## config.mk

```make
export PLATFORM = sky130hd
export DESIGN_NAME = collector_unit
export DESIGN_NICKNAME = d
export VERILOG_FILES = /design/src/hw/oc_pkg.sv /design/src/hw/collector_unit.sv
export SDC_FILE = /design/constraint.sdc
export NUM_CORES = 1
export LEC_CHECK = 0
export BUFFER_PORTS_ARGS = -buffer_cell sky130_fd_sc_hd__clkbuf_2
export CAP_MARGIN = 40
export CORE_AREA = 4 4 464 466
export DETAILED_ROUTE_END_ITERATION = 7
export DIE_AREA = 0 0 468 470
export PLACE_DENSITY_LB_ADDON = 0.1
export SYNTH_ARGS = -nofsm -noshare
export SYNTH_HDL_FRONTEND = slang
export SYNTH_SLANG_ARGS = --single-unit
export TNS_END_PERCENT = 5
```

## constraint.sdc

```tcl
create_clock -name clk -period 13.8 [get_ports clk]
set_clock_uncertainty 0.2 [all_clocks]
set_input_delay 1.38 -clock clk [delete_from_list [all_inputs] [get_ports clk]]
set_output_delay 1.38 -clock clk [all_outputs]
set_load 0.05 [all_outputs]
```

## src/hw/oc_pkg.sv

```systemverilog
`default_nettype none

package oc_pkg;

    localparam int num_collectors = 4;
    localparam int num_regs       = 32;
    localparam int num_banks      = 2;
    localparam int num_rows       = num_regs / num_banks;
    localparam int num_lanes      = 8;
    localparam int lane_width     = 32;

    typedef logic [num_lanes*lane_width-1:0]    lane_vec_t;  // one operand, all lanes
    typedef logic [$clog2(num_regs)-1:0]        reg_id_t;
    typedef logic [$clog2(num_rows)-1:0]        row_t;
    typedef logic [$clog2(num_banks)-1:0]       bank_t;
    typedef logic [1:0]                         scb_id_t;
    typedef logic [num_lanes-1:0]               active_mask_t;
    typedef logic [3:0]                         alu_op_t;
    typedef logic [15:0]                        imme_t;
    typedef logic [31:0]                        instr_t;
    typedef logic [num_collectors-1:0]          coll_sel_t;  // one-hot or bit per slot
    typedef logic [$clog2(num_collectors)-1:0]  coll_idx_t;

    typedef struct packed {
        instr_t       instr;
        logic         reg_write;
        imme_t        imme;
        logic         imme_valid;
        alu_op_t      alu_op;
        logic         mem_write;
        logic         mem_read;
        logic         shared_global;
        logic         beq;
        logic         blt;
        scb_id_t      scb_id;
        active_mask_t active_mask;
        reg_id_t      dst;
    } oc_ctrl_t;

    typedef struct packed {
        oc_ctrl_t ctrl;
        reg_id_t  src0;
        reg_id_t  src1;
    } oc_issue_t;

    typedef struct packed {
        logic    req0;
        logic    req1;
        reg_id_t reg0;
        reg_id_t reg1;
    } rd_req_t;

    typedef struct packed {
        logic      ack0;
        logic      ack1;
        lane_vec_t data0;
        lane_vec_t data1;
    } rd_rsp_t;

    // even registers in bank 0, odd in bank 1
    function automatic bank_t bank_of(reg_id_t r);
        return r[0];
    endfunction

    function automatic row_t row_of(reg_id_t r);
        return r[$bits(reg_id_t)-1:1];
    endfunction

endpackage

`default_nettype wire

```

## src/hw/collector_unit.sv

```systemverilog
`timescale 1ns/1ps
`default_nettype none

module collector_unit
    import oc_pkg::*;
(
    input  logic      clk,
    input  logic      reset,
    input  logic      load,
    input  oc_issue_t issue,
    input  logic      release_slot,
    output rd_req_t   rd_req,
    input  rd_rsp_t   rd_rsp,
    output logic      free,
    output logic      ready,
    output oc_ctrl_t  ctrl,
    output lane_vec_t op0,
    output lane_vec_t op1
);

    typedef enum logic [1:0] {st_idle, st_collecting, st_ready} cu_state_t;

    cu_state_t state;
    logic      have0;
    logic      have1;
    logic      take0;
    logic      take1;
    oc_ctrl_t  ctrl_q;
    reg_id_t   src0_q;
    reg_id_t   src1_q;
    lane_vec_t op0_q;
    lane_vec_t op1_q;

    assign take0 = (state == st_collecting) && rd_rsp.ack0;
    assign take1 = (state == st_collecting) && rd_rsp.ack1;

    always_ff @(posedge clk)
    begin
        if (reset)
        begin
            state <= st_idle;
            have0 <= 1'b0;
            have1 <= 1'b0;
        end
        else
        begin
            case (state)
                st_idle:
                begin
                    if (load)
                    begin
                        state <= st_collecting;
                        have0 <= 1'b0;
                        have1 <= issue.ctrl.imme_valid;  // immediates skip src1
                    end
                end
                st_collecting:
                begin
                    if (take0)
                    begin
                        have0 <= 1'b1;
                    end
                    if (take1)
                    begin
                        have1 <= 1'b1;
                    end
                    if ((have0 || take0) && (have1 || take1))
                    begin
                        state <= st_ready;
                    end
                end
                st_ready:
                begin
                    if (release_slot)
                    begin
                        state <= st_idle;
                    end
                end
                default: state <= st_idle;
            endcase
        end
    end

    always_ff @(posedge clk)
    begin
        if (load)
        begin
            ctrl_q <= issue.ctrl;
            src0_q <= issue.src0;
            src1_q <= issue.src1;
            op1_q  <= '0;  // stays zero for immediates
        end
        if (take0)
        begin
            op0_q <= rd_rsp.data0;
        end
        if (take1)
        begin
            op1_q <= rd_rsp.data1;
        end
    end

    // hold off while an ack is in flight
    assign rd_req.req0 = (state == st_collecting) && !have0 && !rd_rsp.ack0;
    assign rd_req.req1 = (state == st_collecting) && !have1 && !rd_rsp.ack1;
    assign rd_req.reg0 = src0_q;
    assign rd_req.reg1 = src1_q;

    assign free  = (state == st_idle);
    assign ready = (state == st_ready);
    assign ctrl  = ctrl_q;
    assign op0   = op0_q;
    assign op1   = op1_q;

    a_load_when_idle: assert property (
        @(posedge clk) disable iff (reset) load |-> state == st_idle);
    a_release_when_ready: assert property (
        @(posedge clk) disable iff (reset) release_slot |-> state == st_ready);

endmodule

`default_nettype wire

```

Word level (Yosys, flattened, before mapping)
Cells that the tools add are included.
Cells by class
  reductions and logical operators: 19
  equal/unequal tests: 7
  muxes and demuxes: 12
Operator list (number)
  two-way mux 256 bit: 2
  AND reduction 3 bit: 3
  != test 2 bit (second input constant): 4
  logical AND 1 bit: 7
  two-way mux 2 bit: 3
  one-hot mux 2 bit (3 select lines): 1
  logical NOT 1 bit: 4
  two-way mux 1 bit: 4
  one-hot mux 1 bit (2 select lines): 2
  nonzero test 2 bit: 2
  equality test 2 x 1 -> 1 bit (second input constant): 1
  equality test 2 bit (second input constant): 1
  logical NOT 2 bit: 1
  logical OR 1 bit: 2
  != test 2 x 1 -> 1 bit (second input constant): 1
Storage, ports and cells
  register bits after elaboration: 600
  input port bits: 602

Logic depth before layout (Yosys ltp)
  depth after elaboration: 6
  depth in mapped cells: 5
  depth with buffers taken out: 3

Least setup slack after synthesis
Ideal clock, no wire load.
  kind: input -> register
  from: input rd_rsp[513] (netlist name)
  to: register op0_q[0], in the netlist op0[0], enable pin
  stages: 1
  buffers on the path: 0
  setup slack: 5.687 ns
  data arrival time: 7.262 ns
  library setup time: 0.651 ns
  cells stage by stage: and3_1
On the way
  cells in the longest elaborated chain, start to end: 1
Ends and longest elaborated chain
  start, declared: RTL line collector_unit.sv:13  | input rd_rsp_t rd_rsp,
  logical AND 1 bit: RTL line collector_unit.sv:34  | assign take0 = (state == st_collecting) && rd_rsp.ack0;
  end signal, assigned: RTL line collector_unit.sv:95  | op0_q <= rd_rsp.data0;
  end, declared: RTL line collector_unit.sv:31  | lane_vec_t op0_q;
Every way passes these cells.
A chain may end at the register's enable or synchronous reset.

Final worst setup path
  from: input rd_rsp[513] (netlist name)
  to: register op0_q[105], in the netlist op0[105], enable pin
On the way
  cells in the longest elaborated chain, start to end: 1
Ends and longest elaborated chain
  logical AND 1 bit: RTL line collector_unit.sv:34
  net take0: RTL line collector_unit.sv:26  | logic take0;
The timed path passes the listed nets, and every way through them passes these cells.

==> summary.txt <==
Placement
  • Placed Cells incl. Taps: approximately 5000
  • PortBufs: 1201
  • GPL Wtd Cong: ~0.85
  • Place WS: 9080 ps
  • DP HPWL: approximately 110000 um

Detailed routing
  • Iter 0 DRT Violations: around 660
  • TritonRoute pass-1 iters: 4
  • Routed Wire Length: between 100000 and 150000 um
  • DR DRC count: 0
  • ANT nets after route: 0
  • DR vias: around 14000
  • Routed len/inst: roughly 25 um
  • Vias per cell: around 2.7

Global route
  • Largest net degree at the start of global routing: approximately 160
  • Vias in the first global route: around 15000
  • GR Util met3: under 10%
  • Initial antenna violation count: about 120
  • GR Overflow Total: 0
  • GRT met1 Usage: around a tenth
  • Grt peak-use layer: met2
  • First-pass GRT wire length: around 160000 um
  • Global-route track usage on met2: about 20%
  • Overall routing resource usage: between 10 and 15%

Layout
  • Final non-filler cell total: between 5000 and 6000
  • Ratio of cells with drive above 1 in the final layout: between 50 and 60%
  • Nets: approximately 2800
  • Commonest cells after routing, fill and taps aside: clkbuf_2, edfxtp_1, and2_1, clkbuf_16
  • Multi-input gate area: 0.00173 mm2
  • Area Growth Syn to Fin: 61.2%
  • Fillers: 23500
  • Register Area: about 0.018 mm2
  • Commonest non-fill, non-tap cell in the layout: clkbuf_2

Power and ir drop
  • Switching share of total power: 29.6%
  • Internal: about 3.6 mW
  • Part of the power in registers: between 40% and 50%
  • Combinational share of power: a little over an eighth
  • PnR Total Power: just over 5 mW
  • Net Switching: ~1.5 mW
  • Leak: about 13 nW
  • Peak supply drop: 0.0836 mV
  • PD cells: ~160 mW/mm2
  • Clock share of power: 43.9%

Floorplan
  • Initial core utilization: under 10%
  • Chip width: around 470 um
  • # rows: 169
  • CORE AREA: about 0.21 mm2
  • Die height: ~470 um
  • Die area: about 0.22 mm2
  • Num ports: approximately 1200

Timing
  • Setup Viol. Count Final: 0
  • Final hold violation count: 0
  • Achievable Freq: 256 MHz
  • Fin. max-slew vios: 0
  • Post-layout min period: about 4000 ps
  • Worst-margin pin slew: 1000 ps
  • RSZ-0062 raised after global routing: no
  • Final period util: between 20 and 30%
  • Fin Setup TNS: 0 ps
  • Worst slew margin relative to its limit: between 30% and 40%
  • Worst Setup Slack, final: 9900 ps

Critical path
  • WS Path Type: in -> reg
  • Data required time of the critical path: around 14000 ps
  • Worst EP arrival: 4020 ps
  • Setup crit start kind: primary input
  • Maximum fanout along the worst path: approximately 160
  • Worst Setup End Kind: flop

Yosys
  • Syn_area_per_cell: roughly 22 um2
  • Ys Warns: 0
  • Sequential area share after synthesis: 89.8%
  • Mapped Cells: 909
  • Register bit total from synthesis: 600
  • Synth Net Count: about 1500
  • Mapped Area: between 0.02 and 0.025 mm2
  • Synth cell types: 21

CTS
  • Maximum root-to-sink buffer count: 3
  • Cts repair resizes: 0
  • Clk pin slew, worst setup/hold paths: ~60 ps
  • TritonCTS Buffers: 85
  • Num Clock Sinks: 600
  • CTS HTree Levels: 3
  • Root Driver: clkbuf_16
  • Post-CTS Setup Bufs: 0
  • Clock Latency Late Sink: slightly below 700 ps
  • CTS tree: built
  • Hold bufs inserted after CTS: 0

Job
  • Max cap viols: 0

Run status
  • Status: finished clean

Worst hold path
  • Min-Delay Path Class: reg -> reg
[layout make-up]
class                           count  area share (%)
Antenna cell                       26           0.202
Clock buffer                      105            6.83
Clock inverter                     49            1.84
Inverter                            4          0.0465
Multi-Input combinational cell    276            5.36
Sequential cell                   600            55.7
Tap cell                         2821            10.9
Timing Repair Buffer             1213            19.1
[kinds of logic after synthesis]
| group | synth area share, % |
|---|---|
| compound gates | 0.219 |
| buf+inv | 1.56 |
| flops | 89.8 |
| simple gates | 8.37 |
[worst paths after layout]
path                                  start        to  slack (ps)  cells after the start
worst min register to register        have0     have0         340                      2
worst max-delay path            rd_rsp[513]  op0[105]        9900                      5
worst max register to register     state[0]  op0[105]       10230                      4
worst min-delay path                  have0     have0         340                      2
[worst max-delay path, stage by stage]
cell and delay, ps:
clkbuf_2 120, and3_4 310, buf_4 520, buf_4 720, buf_12 610
[synthesized netlist by cell type]
cell       number  area share (%)
edfxtp_1      596              89
and2_1        256             8.0
buf_6          25             1.4
dfxtp_1         4            0.40
inv_1           4           0.075
clkbuf_1        3           0.056
nor2_1          3           0.056
nor3_1          3           0.075
nor2b_1         2           0.063
o21ai_0         2           0.050
a211oi_1        1           0.038
a21oi_1         1           0.025
a2bb2oi_1       1           0.044
a31oi_1         1           0.031
and3_1          1           0.031
and3b_1         1           0.044
clkbuf_2        1           0.025
nand2b_1        1           0.031
nor3b_1         1           0.038
o22ai_1         1           0.031
or2_2           1           0.031
[sequential cells by signal, indices dropped and copies added, names as in the netlist]
register  flops
op0         256
src0_q        5
ctrl         74
state         2
have0         1
op1         256
src1_q        5
have1         1
[metal layers]
layer  vias up  wire [um]
met2       933      63600
met5         -        517
met4        78       4160
li1       5974          -
met1      6675      38900
met3       291      20100
[power groups by stage]
| stage | combinational [mW] | clock, mW | sequential (mW) |
|---|---|---|---|
| floorplan | 0.0653 | 0 | 2.58 |
| global placement | 0.718 | 0 | 2.21 |
| detailed placement | 0.720 | 0 | 2.21 |
| CTS | 0.720 | 2.37 | 2.18 |
| global route | 0.736 | 2.44 | 2.18 |
| finish | 0.697 | 2.25 | 2.17 |
[stage by stage]
| step | hold WS [ps] | utilization, % | cell area (um2) |
|---|---|---|---|
| global route | 381 | 15.2 | 32200 |
| floorplan | 271 | - | 20000 |
| global placement | 336 | 13.9 | 29400 |
| finish | 337 | 15.3 | 32300 |
| detailed placement | 323 | 13.9 | 29400 |
| CTS | 335 | 15.2 | 32200 |
Power figures use the tool's default switching activity.
