--- src/hw/oc_pkg.sv ---
`default_nettype none

package oc_pkg;

    localparam int num_collectors = 4;
    localparam int num_regs       = 32;
    localparam int num_banks      = 2;
    localparam int num_rows       = num_regs / num_banks;
    localparam int num_lanes      = 8;
    localparam int lane_width     = 32;

    typedef logic [num_lanes*lane_width-1:0]    lane_vec_t;  // one operand, all lanes
    typedef logic [$clog2(num_regs)-1:0]        reg_id_t;
    typedef logic [$clog2(num_rows)-1:0]        row_t;
    typedef logic [$clog2(num_banks)-1:0]       bank_t;
    typedef logic [1:0]                         scb_id_t;
    typedef logic [num_lanes-1:0]               active_mask_t;
    typedef logic [3:0]                         alu_op_t;
    typedef logic [15:0]                        imme_t;
    typedef logic [31:0]                        instr_t;
    typedef logic [num_collectors-1:0]          coll_sel_t;  // one-hot or bit per slot
    typedef logic [$clog2(num_collectors)-1:0]  coll_idx_t;

    typedef struct packed {
        instr_t       instr;
        logic         reg_write;
        imme_t        imme;
        logic         imme_valid;
        alu_op_t      alu_op;
        logic         mem_write;
        logic         mem_read;
        logic         shared_global;
        logic         beq;
        logic         blt;
        scb_id_t      scb_id;
        active_mask_t active_mask;
        reg_id_t      dst;
    } oc_ctrl_t;

    typedef struct packed {
        oc_ctrl_t ctrl;
        reg_id_t  src0;
        reg_id_t  src1;
    } oc_issue_t;

    typedef struct packed {
        logic    req0;
        logic    req1;
        reg_id_t reg0;
        reg_id_t reg1;
    } rd_req_t;

    typedef struct packed {
        logic      ack0;
        logic      ack1;
        lane_vec_t data0;
        lane_vec_t data1;
    } rd_rsp_t;

    // even registers in bank 0, odd in bank 1
    function automatic bank_t bank_of(reg_id_t r);
        return r[0];
    endfunction

    function automatic row_t row_of(reg_id_t r);
        return r[$bits(reg_id_t)-1:1];
    endfunction

endpackage

`default_nettype wire

--- src/hw/dispatch_arbiter.sv ---
`timescale 1ns/1ps
`default_nettype none

module dispatch_arbiter
    import oc_pkg::*;
(
    input  logic      clk,
    input  logic      reset,
    input  coll_sel_t ready,
    input  logic      ex_stall,
    output coll_sel_t grant
);

    coll_idx_t last_q;
    coll_idx_t grant_idx;
    coll_idx_t cand;

    // search starts one past the last winner
    always_comb
    begin
        grant = '0;
        grant_idx = last_q;
        cand = last_q;
        for (int i = 1; i <= num_collectors; i++)
        begin
            cand = last_q + coll_idx_t'(i);  // wraps at the index width
            if (!ex_stall && grant == '0 && ready[cand])
            begin
                grant[cand] = 1'b1;
                grant_idx = cand;
            end
        end
    end

    always_ff @(posedge clk)
    begin
        if (reset)
        begin
            last_q <= coll_idx_t'(num_collectors - 1);  // slot 0 goes first
        end
        else if (|grant)
        begin
            last_q <= grant_idx;
        end
    end

    a_grant_onehot0: assert property (
        @(posedge clk) disable iff (reset) $onehot0(grant));

endmodule

`default_nettype wire

--- config.mk ---
export PLATFORM = sky130hd
export DESIGN_NAME = dispatch_arbiter
export DESIGN_NICKNAME = d
export VERILOG_FILES = /design/src/hw/oc_pkg.sv /design/src/hw/dispatch_arbiter.sv
export SDC_FILE = /design/constraint.sdc
export NUM_CORES = 1
export LEC_CHECK = 0
export BUFFER_PORTS_ARGS = -buffer_cell sky130_fd_sc_hd__buf_2
export CORE_AREA = 2 2 39 41
export CTS_BUF_LIST = sky130_fd_sc_hd__clkbuf_16
export DETAILED_ROUTE_END_ITERATION = 10
export DIE_AREA = 0 0 41 43
export GPL_TIMING_DRIVEN = 0
export PLACE_DENSITY = 0.69
export SLEW_MARGIN = 5
export SYNTH_ARGS = -nofsm -noshare
export SYNTH_HDL_FRONTEND = slang
export SYNTH_SLANG_ARGS = --single-unit
--- constraint.sdc ---
create_clock -name clk -period 5.5 [get_ports clk]
set_input_delay 0 -clock clk [delete_from_list [all_inputs] [get_ports clk]]
set_output_delay 0 -clock clk [all_outputs]
set_load 0.1 [all_outputs]
## Yosys cells after proc, flatten, opt, wreduce, memory -nomap -nowiden

Cells that the tools add are included.

| storage, ports and cells | value |
|---|---|
| input bits | 7 |
| logic and storage cells | 57 |
| output and inout bits | 4 |
| register bits | 2 |

| operators by class | value |
|---|---|
| reductions and logical operators | 18 |
| bitwise logic cells | 4 |
| add/subtract/negate cells | 3 |
| mux-type cells | 23 |
| $lt $le $gt $ge | 8 |

Operator list:

| kind | count |
|---|---|
| $mux 4 | 4 |
| $logic_not 4->1 | 3 |
| $lt 2x3->1 const B | 4 |
| $or 4x4->4 | 3 |
| $logic_and 1x1->1 | 11 |
| $bmux 1 s2 | 4 |
| $demux 1 s2 | 4 |
| $ge 2x1->1 const B | 4 |
| $mux 1 | 8 |
| $mux 2 | 3 |
| $add 2x2->2 const B | 2 |
| $reduce_or 4->1 | 1 |
| $reduce_and 3->1 | 1 |
| $reduce_bool 3->1 | 1 |
| $add 2x1->2 const B | 1 |
| $logic_not 1->1 | 1 |
| $not 1->1 | 1 |

## Logic depth before layout (Yosys ltp)

Gate-level depths: netlist (run 1).

| depth | value |
|---|---|
| depth in word-level cells | 20 |
| mapped depth | 10 |
| mapped depth without buffers | 9 |

## Worst setup path before layout (run 1)

OpenSTA, ideal clock, no wires.

| timing path | value |
|---|---|
| kind | register to output |
| from | reg last_q[0] |
| to | out grant[2] |
| cell stages (with the launch flop) | 11 |
| data arrival time | 3.039 ns |
| slack | 2.461 ns |
| path buffers | 1 |
| cells stage by stage | dfxtp_1 > buf_6 > inv_1 > ha_1 > nor2b_1 > a22oi_2 > o21ai_1 > o21a_1 > nand4_2 > nor4_2 > a221o_1 |

| on the way | value |
|---|---|
| longest elaborated chain between the ends | 18 |
| elaborated cells on any way between the ends | 48 |

Ends and longest elaborated chain:

| element | RTL line | text |
|---|---|---|
| start, declared | dispatch_arbiter.sv:14 | `coll_idx_t last_q;` |
| start signal, assigned | dispatch_arbiter.sv:39 | `last_q <= coll_idx_t'(num_collectors - 1);` |
| start signal, assigned | dispatch_arbiter.sv:43 | `last_q <= grant_idx;` |
| $add 2x1->2 | dispatch_arbiter.sv:26 | `cand = last_q + coll_idx_t'(i);` |
| $lt 2x3->1 (implied by the code) / $ge 2x1->1 (equally long branches) | dispatch_arbiter.sv:29 | `grant[cand] = 1'b1;` |
| $logic_and 1x1->1 (implied by the code) | dispatch_arbiter.sv:29 |  |
| $mux 1 (implied by the code) | dispatch_arbiter.sv:29 |  |
| $demux 1 s2 | dispatch_arbiter.sv:29 |  |
| $mux 4 | dispatch_arbiter.sv:27 | `if (!ex_stall && grant == '0 && ready[cand])` |
| $logic_not 4->1 | dispatch_arbiter.sv:27 |  |
| $logic_and 1x1->1 (2 in series) | dispatch_arbiter.sv:27 |  |
| $mux 4 | dispatch_arbiter.sv:27 |  |
| $logic_not 4->1 | dispatch_arbiter.sv:27 |  |
| $logic_and 1x1->1 (2 in series) | dispatch_arbiter.sv:27 |  |
| $mux 4 | dispatch_arbiter.sv:27 |  |
| $logic_not 4->1 | dispatch_arbiter.sv:27 |  |
| $logic_and 1x1->1 (2 in series) | dispatch_arbiter.sv:27 |  |
| $mux 4 * | dispatch_arbiter.sv:27 |  |
| end, declared | dispatch_arbiter.sv:11 | `output coll_sel_t grant` |

Every way passes the cells marked *; elsewhere a longest branch is shown, timed or not. The select of a mux whose other input is x is not followed.

## Worst setup path after layout (run 1)

| timing path | value |
|---|---|
| from | reg last_q[0] |
| to | out grant[3] |

Same word-level chain as after synthesis.

==> flow_summary.ini, run 1 <==
[synth]
syn_inst = 73
avgSynthCellArea_um2 = 8.14
async_reset_ff_share_pct = 0
synthFlopType = dfxtp_1
synthesis.nets = 87
yosysTopAreaCell = ha_1
synth.distinct_cells = 38
synthesis.area_um2 = 594
ys_seq_elements = 2
synthTopCellsByCount = 9 x nor2_1, 7 x ha_1, 5 x nand2_1, 4 x mux2i_1
yosysWarnings = 0
synth_seq_area_share_pct = 6.74
yosys-top-cells-area = ha_1 15%, dfxtp_1 6.7%, mux2i_1 6.7%
netlist.area_leader.share_pct = 14.7
synth_most_common_cell = nor2_1
synth_edf_count = 0

[clock_tree]
clkTransAtPathRegs_ps = 30
clockBufferDepth = 2
clock_latency_ps = 220
htreeDepth = 1
cts-hold-fix-buffers = 0
cts.repair.resized = 0
cts_setup_buffers = 0
ctsRootBufferMaster = clkbuf_16
numCtsBuffers = 3
tritoncts = yes
cts_sinks = 2

[detailed_routing]
routedWlPerCell_um = 14.4
detail-route-antenna-nets = 0
drc_errors = 0
wl_um = 1470
drt_first_pass_iters = 4
via_per_inst = 6.27
drt_iter0_drc = 16
via_count = 640

[sta]
fin_crit_sh_pct = 63.2
slew_viol_final = 0
relSlewSlack_pct = 67.6
hold_viol_final = 0
finalSetupTns_ps = 0
setup_viol = 0
setup_ws_ps = 2020
min_period_ps = 3480
rsz0062_at_grt = false
fmax_mhz = 288
worstMarginPinSlew_ps = 490
skew_ps = 2.31

[critical_path]
slowest_stage = ha_1
critPathTopFamily = simple AND/OR/NAND/NOR gates
worstSetupPathType = reg2out
setup.worst_path.end_class = primary output
path_max_fanout = 7
worst_ep_arrival_time_ps = 3480
crit_chain = buf_6, inv_1, ha_1, nor2b_1, a22oi_2, o21ai_1, o21a_1, nand4_2, nor4_2, a221o_1, buf_2
required_ps = 5500
max_stage_delay_ps = 450
start_kind = register
crit_buf_inv = 3

[floorplanning]
dieArea_um2 = 1760
core_area_um2 = 1380
io_pins = 11
rows = 14
die_y_um = 43
start_util_pct = 42.9
die_width_um = 41

[global_routing]
grt_pass1_vias = 566
grt_max_degree = 9
grt_pass1_wl_um = 2400
antenna_found_initial = 0
grt_overflow = 0
track_usage_pct = 20.8

[status]
status = finished, final reports clean

[layout]
max_flop_register = last_q
nNetsFinal = 102
post_route_cells_drive_above_1_share_pct = 24.4
diodes = 0
top_regs = last_q x2
syn_to_final_growth_pct = 24.4
largest_reg_flops = 2

[hold_path]
min_path_type = in2reg

[place]
post-place-ws_ps = 2330
hpwl_um = 1150
place.port_buffers = 10
gp_congestion = 0.923

[flow_run]
max-cap-violations = 0
## cell type report
cell class / instances / area (um2)
Fill cell: 146 / 644
Multi-Input combinational cell: 67 / 532
Clock buffer: 3 / 75.1
Timing Repair Buffer: 10 / 50.0
Sequential cell: 2 / 40.0
Tap cell: 16 / 20.0
Buffer: 2 / 15.0
Inverter: 2 / 7.51
## cell usage in the layout, fill, tap and decap left out, drive strengths merged, types with 3 or more instances in the layout
cell type  synthesis  routed
buf                1      11
nor2               9       9
ha                 7       7
nand2              5       5
mux2i              4       4
clkbuf             1       4
o21ai              4       4
a22o               3       3
a21oi              3       3
a21o               3       3
mux2               3       3
## logic make-up after synthesis
group                      after synthesis  share of synthesized area [%]
DFF                                      2                           6.74
AOI/OAI and AO/OA                       28                           39.8
adders and majority gates                7                           14.7
muxes                                    7                           13.1
buffers and inverters                    4                           3.79
and+or+nand+nor                         25                           21.9
## through the flow
stage | std cells | hold slack [ps] | util [%] | area (um2)
after floorplan | 73 | 155 | - | 594
after global placement | 99 | 306 | 48.0 | 664
after detailed placement | 99 | 312 | 48.0 | 664
after CTS | 102 | 84.6 | 53.4 | 739
after global routing | 102 | 99.3 | 53.4 | 739
final | 102 | 80.7 | 53.4 | 739
## worst reg2reg max path, stage by stage, from the launching register on
cell       delay (ps)
dfxtp_1           380
buf_6             160
inv_1             100
ha_1              240
or3_1             460
a2111oi_4         330
or2_1             190
o311a_1           290
mux2i_1           200
o21bai_1          120
a2bb2oi_1         160
## path summary, 6_finish.rpt
check | start | slack, ps | cells after the start | endpoint
min reg2reg | last_q[1] | 590 | 2 | last_q[1]
max reg2reg | last_q[0] | 2810 | 10 | last_q[1]
max | last_q[0] | 2020 | 11 | grant[3]
min | reset | 80 | 3 | last_q[0]
## layer usage
layer	vias up	global-route usage (%)	wire, um
li1	311	-	-
met1	295	22.5	625
met2	26	32.5	698
met3	8	4.71	78
met4	0	16.0	63
met5	-	0	0
Power of run 1 is not shown: default switching activity piles up to over one toggle a cycle in this logic, so the estimate is an artifact.
==> inputs of run 2 (changes only) <==
Settings changed: ABC_AREA set to 1, PLACE_DENSITY 0.69 to 0.7.
Clock period 5.5 ns to 3.6 ns, I/O delays scaled along.
==> run 2 against run 1 <==
Compared with the run above: clock-buffer cell count did not move; synthesized cell count up 34%; first-iteration DRC count down 25%; clock skew is 0.56 ps lower; via count is 0.78% lower; non-clock buffer count fell by 1; hold slack better by 420 ps; die area unchanged; final cell count up 25%; critical path type unchanged.
==> flow_summary.ini, run 2 <==
[status]
status = finished, final reports clean

[critical_path]
crit_cells = 18
crit_end = grant[2]
required_ps = 3600
max_stage_delay_ps = 530
start_kind = register
critPathTopFamily = simple AND/OR/NAND/NOR gates
reg2reg_depth = 17
path_common_cell = nand3_1
r2r-start = last_q[0]
crit_chain = inv_2, ha_1, inv_1, nand3_2, nand3_1, nor2_2, nor2_4, nand3_1, nand2_1, nor2_2, nand3_1, nand2_1, inv_1, nand2_1, nor2_2, nand3_1, nand3_1, buf_2
worstSetupPathType = reg2out
slowest_stage = dfxtp_1
r2r_setup_slack_ps = 930
r2r-end = last_q[0]
path_max_fanout = 10
worst_ep_arrival_time_ps = 3140
crit_buf_inv = 4
setup.worst_path.end_class = primary output
crit_start = last_q[0]

[clock_tree]
clock_latency_ps = 220
numCtsBuffers = 3
clockBufferDepth = 2
clkTransAtPathRegs_ps = 30
tritoncts = yes
ctsRootBufferMaster = clkbuf_16
cts_sinks = 2
htreeDepth = 1
cts.repair.resized = 0

[sta]
finalSetupTns_ps = 0
slew_viol_final = 0
relSlewSlack_pct = 67.7
min_period_ps = 3140
setup_ws_ps = 458
worstMarginPinSlew_ps = 488
setup_viol = 0
hold_ws_ps = 501
fmax_mhz = 318
rsz0062_at_grt = false
fin_crit_sh_pct = 87.3
skew_ps = 1.75
hold_viol_final = 0

[floorplanning]
start_util_pct = 43.2
die_width_um = 41
rows = 14
io_pins = 11
core_area_um2 = 1380
dieArea_um2 = 1760
die_y_um = 43

[synth]
synthFlopType = dfxtp_1
yosys-top-cells-area = nand3_1 16%, ha_1 15%, nand2_1 14%
synth_most_common_cell = nand2_1
ys_seq_elements = 2
yosysWarnings = 0
synthesis.area_um2 = 598
async_reset_ff_share_pct = 0
synthTopCellsByCount = 22 x nand2_1, 19 x nand3_1, 12 x inv_1, 8 x nand2_2, 7 x ha_1
yosysTopAreaCell = nand3_1
synthesis.nets = 112
syn_inst = 98
synth.distinct_cells = 18
netlist.area_leader.share_pct = 15.9
synth_edf_count = 0
synth_seq_area_share_pct = 6.69
avgSynthCellArea_um2 = 6.10

[detailed_routing]
wl_um = 1320
drt_first_pass_iters = 4
drt_iter0_drc = 12
via_per_inst = 4.96
via_count = 635
drc_errors = 0
routedWlPerCell_um = 10.3
detail-route-antenna-nets = 0

[layout]
final_common_cell = nand2_1
max_flop_register = last_q
nNetsFinal = 128
final_cell_mix = 22 x nand2_1, 19 x nand3_1, 12 x inv_1
nFillCells = 142
regArea_um2 = 40.0
largest_reg_flops = 2
syn_to_final_growth_pct = 25.9
multiInputGateArea_um2 = 502
post_route_cells_drive_above_1_share_pct = 33.9
diodes = 0
top_regs = last_q x2

[place]
gp_congestion = 0.814
hpwl_um = 1070
place.port_buffers = 10
post-place-ws_ps = 694

[global_routing]
grt_overflow = 0
track_usage_pct = 19.4
grt_pass1_vias = 601
grt_max_degree = 11
grt_pass1_wl_um = 2400
antenna_found_initial = 0

[hold_path]
min_path_type = in2reg

[flow_run]
max-cap-violations = 0
## run 2: cell count changes after synthesis, sizes merged, moves of 2 or more
| cell | change |
|---|---|
| a21o | -3 |
| a21oi | -3 |
| a221o | -2 |
| a22o | -3 |
| inv | +13 |
| mux2 | -3 |
| mux2i | -4 |
| nand2 | +25 |
| nand3 | +21 |
| nand4 | +2 |
| nor2b | -2 |
| nor4 | -2 |
| o21a | -2 |
## run 2: worst min path at each step
| stage | slack [ps] | to | start | depth (start not counted) |
|---|---|---|---|---|
| 2_1_floorplan | 120 | last_q[0] | reset | 2 |
| 3_3_place_gp | 210 | last_q[0] | reset | 3 |
| 6_report | 500 | last_q[1] | ex_stall | 9 |
| 5_1_grt | 570 | last_q[0] | reset | 4 |
| 4_1_cts | 510 | last_q[1] | ex_stall | 9 |
| 3_5_place_dp | 220 | last_q[0] | reset | 3 |
## run 2: timing repair
| item | in CTS | in global routing |
|---|---|---|
| hold buffers | 1 | 0 |
| hold endpoints to repair | 1 | 0 |
| setup buffers | 0 | 0 |
| endpoints found under the setup margin | 0 | 0 |
## run 2: metrics by stage
stage	area, um2	utilization [%]	std cells
3_3_place_gp	668	48.3	124
4_1_cts	753	54.4	128
5_1_grt	753	54.4	128
2_1_floorplan	598	-	98
3_5_place_dp	668	48.3	124
6_report	753	54.4	128
## run 2: tightest hold or removal path: stages
cell	delay [ps]
buf_2	90
inv_1	80
nand3_1	120
nor2_2	70
nand2_1	80
o21ai_0	80
nand2_1	60
nand2_1	50
nand3_1	50
## run 2: cell type report
class,instances,area share [%]
Clock buffer,3,9.97
Inverter,15,7.48
Multi-Input combinational cell,81,66.6
Sequential cell,2,5.32
Tap cell,16,2.66
Timing Repair Buffer,11,7.97
## run 2: cells by family (layout without fill, tap and decap cells)
| kind of cell | count (synthesis) | count (layout) | share of synthesized area, % |
|---|---|---|---|
| AO/OA/AOI/OAI | 7 | 7 | 8.58 |
| adder cells (fa/ha/maj) | 7 | 7 | 14.6 |
| buffers and inverters | 15 | 29 | 9.41 |
| flip-flops | 2 | 2 | 6.69 |
| AND/OR/NAND/NOR | 67 | 67 | 60.7 |
## run 2: layer usage
metal  GRT usage [%]  vias to the layer above  share of wire [%]
li1                -                      351                  -
met1            25.2                      273                 48
met2            29.4                        8                 49
met3            4.71                        3                2.0
met4            8.00                        0                1.1
met5               0                        -                  0
Power of run 2 is left out for the same reason.
